[src/dma_fill_pkg.sv]
//**************************************************************************
// Shared types for the 2D fill DMA write path.
// Config fields are fixed at 32 bits and match the default ADDR_W/DATA_W.
// Start addresses are word aligned and line_size is never zero.
//**************************************************************************

package dma_fill_pkg;

	//**********************************************************************
	// Burst constants
	//**********************************************************************

	// AXI length field of a full burst (16 beats)
	localparam int MAX_BURST_LEN = 15;
	localparam int LEN_W = 4;
	localparam int LINE_SIZE_W = 16;
	// Byte lanes of the 32-bit data bus
	localparam int STRB_W = 4;

	//**********************************************************************
	// Structs and enums
	//**********************************************************************

	// Same bit pattern as the plain byte count of a line
	typedef struct packed {
		logic [LINE_SIZE_W-7:0] full_bursts;
		logic [LEN_W-1:0]       rem_beats;
		logic [1:0]             rem_bytes;
	} line_size_t;

	typedef struct packed {
		logic [31:0] start_addr;
		line_size_t  line_size;
		logic [15:0] num_lines;
		logic [31:0] stride;
		logic [31:0] fill_seed;
	} dma_cfg_t;

	// One issued burst as seen by the data side
	typedef struct packed {
		logic [LEN_W-1:0]  len;
		logic [STRB_W-1:0] wstrb;
		logic              last_of_xfer;
	} burst_cmd_t;

	typedef enum logic [2:0] {
		IDLE,
		LINE_SETUP,
		FULL_BURST,
		REM_BEATS,
		REM_BYTES
	} addr_state_e;

endpackage

[src/dma_burst_addr_gen.sv]
//**************************************************************************
// Walks the lines of a fill transfer and issues AW bursts.
// Holds with awvalid low while the data side queue is full.
// cfg must stay stable from start until done.
//**************************************************************************

module dma_burst_addr_gen
	import dma_fill_pkg::*;
#(
	parameter int ADDR_W = 32
)
(
	input  logic              rvx_port_00,
	input  logic              rvx_port_14,
	input  dma_cfg_t          cfg,
	input  logic              start,
	input  logic              queue_full,
	input  logic              awready,
	output logic [ADDR_W-1:0] awaddr,
	output logic [LEN_W-1:0]  awlen,
	output logic              awvalid,
	output burst_cmd_t        aw_cmd
);

	localparam int FULL_BURST_BYTES = (MAX_BURST_LEN + 1) * STRB_W;

	addr_state_e state;
	addr_state_e st_first;
	addr_state_e st_after_full;
	addr_state_e st_after_words;
	addr_state_e st_after_bytes;

	logic [ADDR_W-1:0]      line_base;
	logic [ADDR_W-1:0]      next_base;
	logic [15:0]            line_cnt;
	logic [LINE_SIZE_W-1:0] byte_cnt;
	logic [LINE_SIZE_W-1:0] full_part;
	logic                   last_line;
	logic                   full_last;
	logic                   issuing;
	logic                   aw_hs;
	logic                   final_burst;
	logic [STRB_W-1:0]      strb;

	//**********************************************************************
	// Burst sequencing decisions
	//**********************************************************************

	// Full part of the line in bytes, low six bits are always zero
	assign full_part = {cfg.line_size.full_bursts, 6'd0};
	assign full_last = (byte_cnt == full_part);
	assign last_line = (line_cnt == cfg.num_lines);

	// First line starts at start_addr, the rest step by stride
	assign next_base = (line_cnt == 16'd0) ? ADDR_W'(cfg.start_addr)
		: line_base + ADDR_W'(cfg.stride);

	always_comb
	begin
		st_after_bytes = last_line ? IDLE : LINE_SETUP;

		if (cfg.line_size.rem_bytes != 2'd0)
			st_after_words = REM_BYTES;
		else
			st_after_words = st_after_bytes;

		if (cfg.line_size.rem_beats != '0)
			st_after_full = REM_BEATS;
		else
			st_after_full = st_after_words;

		// First non-empty kind of burst in a line
		if (cfg.line_size.full_bursts != '0)
			st_first = FULL_BURST;
		else if (cfg.line_size.rem_beats != '0)
			st_first = REM_BEATS;
		else
			st_first = REM_BYTES;
	end

	//**********************************************************************
	// AW channel
	//**********************************************************************

	assign issuing = (state == FULL_BURST) || (state == REM_BEATS) || (state == REM_BYTES);
	assign awvalid = issuing && !queue_full;
	assign aw_hs = awvalid && awready;

	always_comb
	begin
		case (state)
			FULL_BURST:
			begin
				awlen = LEN_W'(MAX_BURST_LEN);
				strb = '1;
				final_burst = full_last && (st_after_full == IDLE);
			end
			REM_BEATS:
			begin
				awlen = cfg.line_size.rem_beats - 1'b1;
				strb = '1;
				final_burst = (st_after_words == IDLE);
			end
			REM_BYTES:
			begin
				// Single beat, only the low rem_bytes lanes written
				awlen = '0;
				strb = STRB_W'((1 << cfg.line_size.rem_bytes) - 1);
				final_burst = (st_after_bytes == IDLE);
			end
			default:
			begin
				awlen = '0;
				strb = '0;
				final_burst = 1'b0;
			end
		endcase
	end

	assign aw_cmd = '{len: awlen, wstrb: strb, last_of_xfer: final_burst};

	//**********************************************************************
	// State machine
	//**********************************************************************

	always_ff @(posedge rvx_port_00 or negedge rvx_port_14)
	begin
		if (!rvx_port_14)
		begin
			state <= IDLE;
			line_cnt <= '0;
		end
		else
		begin
			case (state)
				IDLE:
				begin
					if (start)
					begin
						line_cnt <= '0;
						state <= LINE_SETUP;
					end
				end
				LINE_SETUP:
				begin
					line_cnt <= line_cnt + 16'd1;
					state <= st_first;
				end
				FULL_BURST:
				begin
					if (aw_hs && full_last)
						state <= st_after_full;
				end
				REM_BEATS:
				begin
					if (aw_hs)
						state <= st_after_words;
				end
				REM_BYTES:
				begin
					if (aw_hs)
						state <= st_after_bytes;
				end
				default:
				begin
					state <= IDLE;
				end
			endcase
		end
	end

	// Address and byte count, loaded at each line setup
	always_ff @(posedge rvx_port_00)
	begin
		if (state == LINE_SETUP)
		begin
			line_base <= next_base;
			awaddr <= next_base;
			byte_cnt <= LINE_SIZE_W'(FULL_BURST_BYTES);
		end
		else if (aw_hs && (state == FULL_BURST))
		begin
			awaddr <= awaddr + ADDR_W'(FULL_BURST_BYTES);
			byte_cnt <= byte_cnt + LINE_SIZE_W'(FULL_BURST_BYTES);
		end
		else if (aw_hs && (state == REM_BEATS))
		begin
			awaddr <= awaddr + ADDR_W'(cfg.line_size.rem_beats) * ADDR_W'(STRB_W);
		end
	end

endmodule

[src/dma_fill_top.sv]
//**************************************************************************
// Write side of the 2D fill DMA, AW and W channels only.
// No B channel; the transfer ends at the last W handshake.
//**************************************************************************

module dma_fill_top
	import dma_fill_pkg::*;
#(
	parameter int ADDR_W = 32,
	parameter int DATA_W = 32
)
(
	input  logic                rvx_port_00,
	input  logic                rvx_port_14,
	input  dma_cfg_t            cfg,
	input  logic                start,
	output logic                done,
	output logic [ADDR_W-1:0]   awaddr,
	output logic [LEN_W-1:0]    awlen,
	output logic                awvalid,
	input  logic                awready,
	output logic [DATA_W-1:0]   wdata,
	output logic [DATA_W/8-1:0] wstrb,
	output logic                wlast,
	output logic                wvalid,
	input  logic                wready
);

	burst_cmd_t aw_cmd;
	logic       queue_full;

	// Address side
	dma_burst_addr_gen #(
		.ADDR_W(ADDR_W)
	) u_addr_gen (
		.rvx_port_00(rvx_port_00),
		.rvx_port_14(rvx_port_14),
		.cfg        (cfg),
		.start      (start),
		.queue_full (queue_full),
		.awready    (awready),
		.awaddr     (awaddr),
		.awlen      (awlen),
		.awvalid    (awvalid),
		.aw_cmd     (aw_cmd)
	);

	// Data side, fed by every AW handshake
	dma_fill_wdata_gen #(
		.DATA_W(DATA_W)
	) u_wdata_gen (
		.rvx_port_00(rvx_port_00),
		.rvx_port_14(rvx_port_14),
		.cfg        (cfg),
		.start      (start),
		.aw_cmd     (aw_cmd),
		.awvalid    (awvalid),
		.awready    (awready),
		.wready     (wready),
		.queue_full (queue_full),
		.wdata      (wdata),
		.wstrb      (wstrb),
		.wlast      (wlast),
		.wvalid     (wvalid),
		.done       (done)
	);

endmodule

[src/dma_fill_wdata_gen.sv]
//**************************************************************************
// Pattern write beats for the bursts issued on AW.
// Two-entry burst queue; wdata is fill_seed plus a beat index that start clears.
//**************************************************************************

module dma_fill_wdata_gen
	import dma_fill_pkg::*;
#(
	parameter int DATA_W = 32
)
(
	input  logic                rvx_port_00,
	input  logic                rvx_port_14,
	input  dma_cfg_t            cfg,
	input  logic                start,
	input  burst_cmd_t          aw_cmd,
	input  logic                awvalid,
	input  logic                awready,
	input  logic                wready,
	output logic                queue_full,
	output logic [DATA_W-1:0]   wdata,
	output logic [DATA_W/8-1:0] wstrb,
	output logic                wlast,
	output logic                wvalid,
	output logic                done
);

	localparam int WSTRB_W = DATA_W / 8;

	burst_cmd_t        q_mem [2];
	burst_cmd_t        head;
	logic              wr_ptr;
	logic              rd_ptr;
	logic [1:0]        q_count;
	logic [LEN_W-1:0]  beat_cnt;
	logic [DATA_W-1:0] beat_idx;
	logic              push;
	logic              pop;
	logic              w_hs;

	assign push = awvalid && awready;
	assign head = q_mem[rd_ptr];
	assign queue_full = (q_count == 2'd2);

	// Beats always come from the queue head
	assign wvalid = (q_count != 2'd0);
	assign wlast = wvalid && (beat_cnt == head.len);
	assign wstrb = WSTRB_W'(head.wstrb);
	assign wdata = DATA_W'(cfg.fill_seed) + beat_idx;
	assign w_hs = wvalid && wready;
	assign pop = w_hs && wlast;

	always_ff @(posedge rvx_port_00)
	begin
		if (push)
			q_mem[wr_ptr] <= aw_cmd;
	end

	always_ff @(posedge rvx_port_00 or negedge rvx_port_14)
	begin
		if (!rvx_port_14)
		begin
			wr_ptr <= 1'b0;
			rd_ptr <= 1'b0;
			q_count <= '0;
			beat_cnt <= '0;
			beat_idx <= '0;
			done <= 1'b0;
		end
		else
		begin
			// One cycle after the closing wlast handshake
			done <= pop && head.last_of_xfer;

			if (push)
				wr_ptr <= ~wr_ptr;
			if (pop)
				rd_ptr <= ~rd_ptr;

			if (push && !pop)
				q_count <= q_count + 2'd1;
			else if (pop && !push)
				q_count <= q_count - 2'd1;

			if (pop)
				beat_cnt <= '0;
			else if (w_hs)
				beat_cnt <= beat_cnt + 1'b1;

			if (start)
				beat_idx <= '0;
			else if (w_hs)
				beat_idx <= beat_idx + 1'b1;
		end
	end

endmodule

[config.mk]
export PLATFORM = sky130hd
export DESIGN_NAME = dma_fill_top
export DESIGN_NICKNAME = d
export VERILOG_FILES = /design/src/dma_fill_pkg.sv /design/src/dma_burst_addr_gen.sv /design/src/dma_fill_top.sv /design/src/dma_fill_wdata_gen.sv
export SDC_FILE = /design/constraint.sdc
export NUM_CORES = 1
export LEC_CHECK = 0
export BUFFER_PORTS_ARGS = -buffer_cell sky130_fd_sc_hd__buf_4
export CAP_MARGIN = 20
export CORE_MARGIN = 2
export CORE_UTILIZATION = 55
export CTS_CLUSTER_DIAMETER = 80
export DETAILED_ROUTE_END_ITERATION = 10
export PLACE_DENSITY = 0.82
export SETUP_SLACK_MARGIN = 0.1
export SKIP_LAST_GASP = 1
export SYNTH_ARGS = -nofsm -noshare
export SYNTH_HDL_FRONTEND = slang
export SYNTH_SLANG_ARGS = --single-unit
[constraint.sdc]
create_clock -name rvx_port_00 -period 4.25 [get_ports rvx_port_00]
set_input_delay 0.2125 -clock rvx_port_00 [delete_from_list [all_inputs] [get_ports rvx_port_00]]
set_output_delay 0.2125 -clock rvx_port_00 [all_outputs]
set_load 0.01 [all_outputs]
==> results of run 1 <==
-- metrics by stage --
stage | setup slack (ns) | util | std cells | area, sq um
2_1_floorplan | 0.341 | - | 1187 | 10900
3_3_place_gp | 0.995 | 0.653 | 1622 | 12700
3_5_place_dp | 0.888 | 0.653 | 1622 | 12700
4_1_cts | 0.440 | 0.684 | 1655 | 13300
5_1_grt | 0.245 | 0.684 | 1655 | 13300
6_report | 0.452 | 0.684 | 1655 | 13300
-- area by class of cell --
type / count / area (sq um)
multi-input combinational: 956 / 6450
fill: 1527 / 6150
sequential: 152 / 4160
tap: 265 / 332
inverter: 33 / 124
timing repair buffer: 217 / 1640
clock inverter: 9 / 82.6
clock buffer: 23 / 509
-- logic make-up after synthesis --
| family | Yosys count | share of synthesized area |
|---|---|---|
| AO/OA/AOI/OAI | 284 | 0.161 |
| XOR/XNOR | 153 | 0.123 |
| adder cells (fa/ha/maj) | 77 | 0.0902 |
| buffers and inverters | 79 | 0.0292 |
| flip-flops | 152 | 0.381 |
| multiplexers | 31 | 0.0310 |
| AND/OR/NAND/NOR | 411 | 0.185 |
-- power by group --
| part | switching (uW) | internal [uW] |
|---|---|---|
| sequential | 393 | 2310 |
| combinational | 2410 | 1740 |
| clock | 616 | 906 |
-- Yosys cell counts, drive strengths merged (31+ instances only) --
cell	count
nand2	106
nor2	106
a21oi	96
xnor2	95
edfxtp	82
o21ai	79
ha	74
dfrtp	60
xor2	58
nand3	50
inv	33
nand4	31
-- flip-flops by register name, indices dropped and copies added (netlist names) --
signal	cells
u_addr_gen.awaddr	32
u_addr_gen.line_base	32
u_wdata_gen.beat_idx	32
u_wdata_gen.q_mem	18
u_addr_gen.line_cnt	16
u_addr_gen.byte_cnt	10
u_wdata_gen.beat_cnt	4
u_addr_gen.state	3
u_wdata_gen.q_count	2
u_wdata_gen.done	1
u_wdata_gen.rd_ptr	1
u_wdata_gen.wr_ptr	1
-- worst paths after layout --
check / end / cells past startpoint
worst max-delay path: wdata[30] / 14
worst max register to register: u_addr_gen.awaddr[28] / 14
max in group asynchronous: u_wdata_gen.beat_idx[23] / 2
worst min-delay path: u_addr_gen.line_base[30] / 3
min in group asynchronous: u_addr_gen.line_cnt[9] / 2
worst min register to register: u_wdata_gen.q_count[1] / 1
-- timing repair --
item | CTS | global route
hold buffers | 1 | 0
setup endpoints to repair | 0 | 0
hold endpoints to repair | 60 | 0
-- per-layer routing --
| layer | GRT usage | vias up |
|---|---|---|
| li1 | - | 4692 |
| met1 | 0.332 | 4617 |
| met2 | 0.441 | 395 |
| met3 | 0.0588 | 59 |
| met4 | 0.103 | 0 |
| met5 | 0 | - |
-- worst max-delay path, delay by kind of cell, from the launching register on --
kind | cells | cell delay [ns]
xor gates and xnor gates | 1 | 0.14
DFF | 1 | 0.43
AOI/OAI and AO/OA | 6 | 1.11
and+or+nand+nor | 3 | 0.51
buffers and inverters | 2 | 0.31
adders and majority gates | 2 | 0.67
==> impl_metrics.json, run 1 <==
{
  "status": "complete, no violations",
  "initial_core_util": 0.562,
  "wirelength_mm": 28.0,
  "crit_path_start_kind": "flip-flop",
  "async_flop_share": 0.395,
  "grt_pass1_wl_mm": 45.6,
  "slew_violations": 0,
  "path_class": "reg2out",
  "syn_inst": 1187,
  "synth_ff_type": "edfxtp_1",
  "rows": 51,
  "reg2reg_from": "u_addr_gen.line_base[0]",
  "grt_pass1_vias": 9422,
  "drt_iter0_drc": 630,
  "netlist_area_sq_mm": 0.0109,
  "mostFrequentLayoutCells": "215 x buf_4, 106 x nor2_1, 105 x nand2_1",
  "synth-edff-count": 82,
  "hp-start": "cfg[126]",
  "clkTransAtPathRegs_ns": 0.06,
  "grt.overflow.total": 0,
  "tightest_slew_ns": 0.912,
  "slew_headroom": 0.386,
  "setup_viol": 0,
  "irDropWorstVdd_mv": 0.427,
  "cellPowerDensity_mw_per_mm2": 630,
  "clkLatencyLatePin_ns": 0.42,
  "ant_nets": 0,
  "crit_fanout": 4,
  "totalPowerFinal_uw": 8380,
  "avgSynthCellArea_sq_um": 9.21,
  "crit_chain": "ha_1 > fa_1 > a211o_1 > a211oi_1 > nand3b_1 > a21oi_1 > o21ai_0 > buf_4 > o21ai_0 > nand4_1 > and4b_1 > a21oi_1 > xor2_1 > buf_4",
  "r2r_setup_slack_ns": 0.75,
  "synth_top_cells_by_area": "edfxtp_1 23%, dfrtp_1 14%, ha_1 8.5%",
  "yosys_warnings": 0,
  "hold_slack_ns": 0.0871,
  "ys_seq_area_frac": 0.381,
  "wl_met2_mm": 13.4,
  "fin_crit_ns": 3.80,
  "crit_arrival_ns": 3.59,
  "place_congestion": 0.896,
  "tritoncts": "done",
  "die_w_um": 145,
  "wire_per_inst_um": 16.9,
  "syn_nets": 1397,
  "vias": 9763,
  "num_antenna_cells": 0,
  "viasPerCell": 5.90,
  "skew_ns": 0.00743,
  "fmax_ghz": 0.263,
  "core_sq_mm": 0.0195,
  "tns_ns": 0,
  "synthToLayoutAreaGrowth_pct": 21.7,
  "cts_buffer_depth": 2,
  "grt_usage": 0.263,
  "grt_start_max_net_pins": 75,
  "cts_sinks": 152,
  "yosys.area.top_type_share": 0.225,
  "dp_hpwl_mm": 21.0,
  "pin_count": 209,
  "cts_setup_buffers": 0,
  "numPortBuffers": 208,
  "die_y_um": 145,
  "cp-end-kind": "output pin",
  "yosys.area.top_type": "edfxtp_1",
  "fin_crit_sh": 0.894,
  "cts_root_buf": "clkbuf_16",
  "final_common_cell": "buf_4",
  "worstPathRequired_ns": 4.04,
  "maxCapViolCount": 0,
  "fin_nets": 1587,
  "startpoint": "u_wdata_gen.beat_idx[0]",
  "finalHoldViolCount": 0,
  "yosysUniqueCellTypes": 65,
  "rsz0062_at_grt": "no",
  "hold_path_class": "in2reg",
  "max_stage_delay_ns": 0.43,
  "antenna_found_initial": 0,
  "cellLeakagePower_uw": 0.00566,
  "htree_levels": 4,
  "dr.max_layer_used": "met4",
  "wirelength_met1_mm": 11.8,
  "numCtsBuffers": 17,
  "synth-seq-cells": 152,
  "dieArea_sq_mm": 0.0210,
  "firstDrtPassIters": 8,
  "dr_wl_met3_mm": 2.01,
  "drive_gt1_frac": 0.204,
  "ctsResizeCount": 0,
  "route.detailed.drc": 0,
  "crit_slowest_cell": "dfrtp_1"
}
(Power assumes the default switching activity.)
==> inputs of run 2 (changes only) <==
- CORE_UTILIZATION: 55 -> 40
- PLACE_DENSITY: 0.82 -> 0.64
==> run 2 against run 1 <==
  * Flip-flop and latch count is the same
  * Global-route usage is 6.0 points lower
  * Cell count rose by 4.7%
  * Core utilization fell by 18 points
  * Combinational power about the same
  * Fmax decreased by 0.91%
  * Critical path depth is 2 lower
  * Largest cell class unchanged
  * Hold slack worse by 0.021 ns
  * Setup slack worse by 0.035 ns
  * Clock skew increased by 0.0037 ns
  * Clock-buffer cell count down 5
  * Final area grew 0.87%
==> impl_metrics.json, run 2 (synthesized netlist as in run 1, its figures left out) <==
{
  "status": "complete, no violations",
  "grt_usage": 0.203,
  "crit_path_start_kind": "flip-flop",
  "dieArea_sq_mm": 0.0287,
  "cellPowerDensity_mw_per_mm2": 625,
  "clkPwrFrac": 0.185,
  "cts_buffer_depth": 2,
  "final_common_cell": "buf_4",
  "max_stage_delay_ns": 0.50,
  "cts_root_buf": "clkbuf_16",
  "cts_setup_buffers": 0,
  "clkTransAtPathRegs_ns": 0.07,
  "largest_registers": "u_addr_gen.awaddr (32), u_addr_gen.line_base (32), u_wdata_gen.beat_idx (32)",
  "ant_nets": 0,
  "hold_path_class": "in2reg",
  "wirelength_mm": 28.9,
  "wire_per_inst_um": 16.7,
  "seq_power_share": 0.320,
  "fin_nets": 1588,
  "antenna_found_initial": 1,
  "pwr-share-comb": 0.495,
  "p_sw_frac": 0.413,
  "vias": 9510,
  "fin_crit_sh": 0.902,
  "crit_chain": "ha_1 > and3_1 > a31oi_1 > o221ai_1 > nor4_1 > o31ai_1 > a41oi_1 > o21ai_0 > a31o_2 > a21oi_1 > xnor2_1 > buf_4",
  "dp_slack_ns": 0.853,
  "tightest_slew_ns": 0.969,
  "tritoncts": "done",
  "route.detailed.drc": 0,
  "dp_hpwl_mm": 22.0,
  "r2r_setup_slack_ns": 0.96,
  "whs_endpoint": "u_addr_gen.line_base[0]",
  "ctsResizeCount": 0,
  "initial_core_util": 0.407,
  "p_switching_uw": 3470,
  "p_int_uw": 4920,
  "clkLatencyLatePin_ns": 0.42,
  "finalHoldViolCount": 0,
  "fmax_ghz": 0.261,
  "mostFrequentLayoutCells": "216 x buf_4, 106 x nor2_1, 105 x nand2_1",
  "crit_arrival_ns": 3.62,
  "worstPathRequired_ns": 4.04,
  "reg2reg_from": "u_addr_gen.state[2]",
  "viasPerCell": 5.49,
  "grt.overflow.total": 0,
  "place_congestion": 0.847,
  "tns_ns": 0,
  "skew_ns": 0.0111,
  "grt_pass1_wl_mm": 46.8,
  "cts_sinks": 152,
  "maxCapViolCount": 0,
  "rsz0062_at_grt": "no",
  "firstDrtPassIters": 5,
  "drive_gt1_frac": 0.205,
  "setup_viol": 0,
  "core_sq_mm": 0.0269,
  "crit_fanout": 7,
  "path_class": "reg2out",
  "numPortBuffers": 208,
  "layout_setup_ws_ns": 0.417,
  "numCtsBuffers": 17,
  "hp-start": "cfg[96]",
  "min_path_cells": 3,
  "slew_violations": 0,
  "slew_headroom": 0.354,
  "startpoint": "u_wdata_gen.beat_idx[13]",
  "final_util": 0.500,
  "fin_crit_ns": 3.83,
  "synthToLayoutAreaGrowth_pct": 22.8,
  "irDropWorstVdd_mv": 0.338,
  "cp-end-kind": "output pin",
  "drt_iter0_drc": 523,
  "crit_slowest_cell": "a41oi_1",
  "rows": 60,
  "pin_count": 209,
  "r2r_end": "u_addr_gen.awaddr[28]",
  "cellLeakagePower_uw": 0.00567,
  "grt_pass1_vias": 9343,
  "die_w_um": 169,
  "grt_start_max_net_pins": 76,
  "htree_levels": 4,
  "ff2ff_path_depth": 10,
  "die_y_um": 169
}
## run 2: cell count changes in the layout (fill, tap and decap cells not counted), sizes merged
cell      change
buf           +1
clkbuf        -5
clkinvlp      +1
diode         +1
inv           +4
## run 2: stage by stage
stage | hold slack (ns) | instance area (sq um) | instances | total power [uW]
floorplan | -0.0831 | 10900 | 1187 | 5540
global placement | 0.330 | 12800 | 1699 | 6800
detailed placement | 0.334 | 12800 | 1699 | 6850
CTS | 0.0471 | 13400 | 1732 | 8440
global route | 0.0997 | 13400 | 1732 | 9040
finish | 0.0659 | 13400 | 1733 | 8390
## run 2: worst max-delay path by stage
stage / end / slack (ns) / depth (start not counted)
after CTS: wdata[31] / 0.36 / 12
final: wdata[31] / 0.42 / 12
after global routing: wdata[31] / 0.14 / 12
after floorplan: u_addr_gen.awaddr[2] / 0.34 / 6
after global placement: wdata[30] / 0.92 / 14
after detailed placement: wdata[31] / 0.85 / 12
## run 2: power groups by stage
| stage | registers, uW | logic (uW) | clock network [uW] |
|---|---|---|---|
| finish | 2680 | 4150 | 1550 |
| global route | 2750 | 4630 | 1650 |
| CTS | 2680 | 4170 | 1590 |
| detailed placement | 2710 | 4140 | 0 |
| global placement | 2700 | 4100 | 0 |
| floorplan | 2670 | 2870 | 0 |
## run 2: area by class of cell
class	count	area, sq um
inverter	33	124
tap	341	427
antenna	1	2.50
timing repair buffer	218	1650
multi-input combinational	956	6450
clock inverter	14	153
fill	2590	13500
clock buffer	18	450
sequential	152	4160
## run 2: repair_timing
action | in CTS | in global routing
hold buffers | 1 | 0
hold endpoints to repair | 60 | 0
setup endpoints to repair | 0 | 0
## run 2: metal layers
| metal | vias up | wire, um | global-route usage |
|---|---|---|---|
| li1 | 4698 | - | - |
| met1 | 4533 | 13200 | 0.265 |
| met2 | 256 | 13600 | 0.345 |
| met3 | 23 | 1680 | 0.0408 |
| met4 | 0 | 413 | 0.0528 |
| met5 | - | 0 | 0 |
## run 2: worst max-delay path, delay by kind of cell, from the launching register on
kind	cells	cell delay, ns
adder cells (fa/ha/maj)	1	0.39
buffers and inverters	1	0.14
AND/OR/NAND/NOR	2	0.44
flip-flops	1	0.43
XOR/XNOR	1	0.14
AO/OA/AOI/OAI	7	1.66
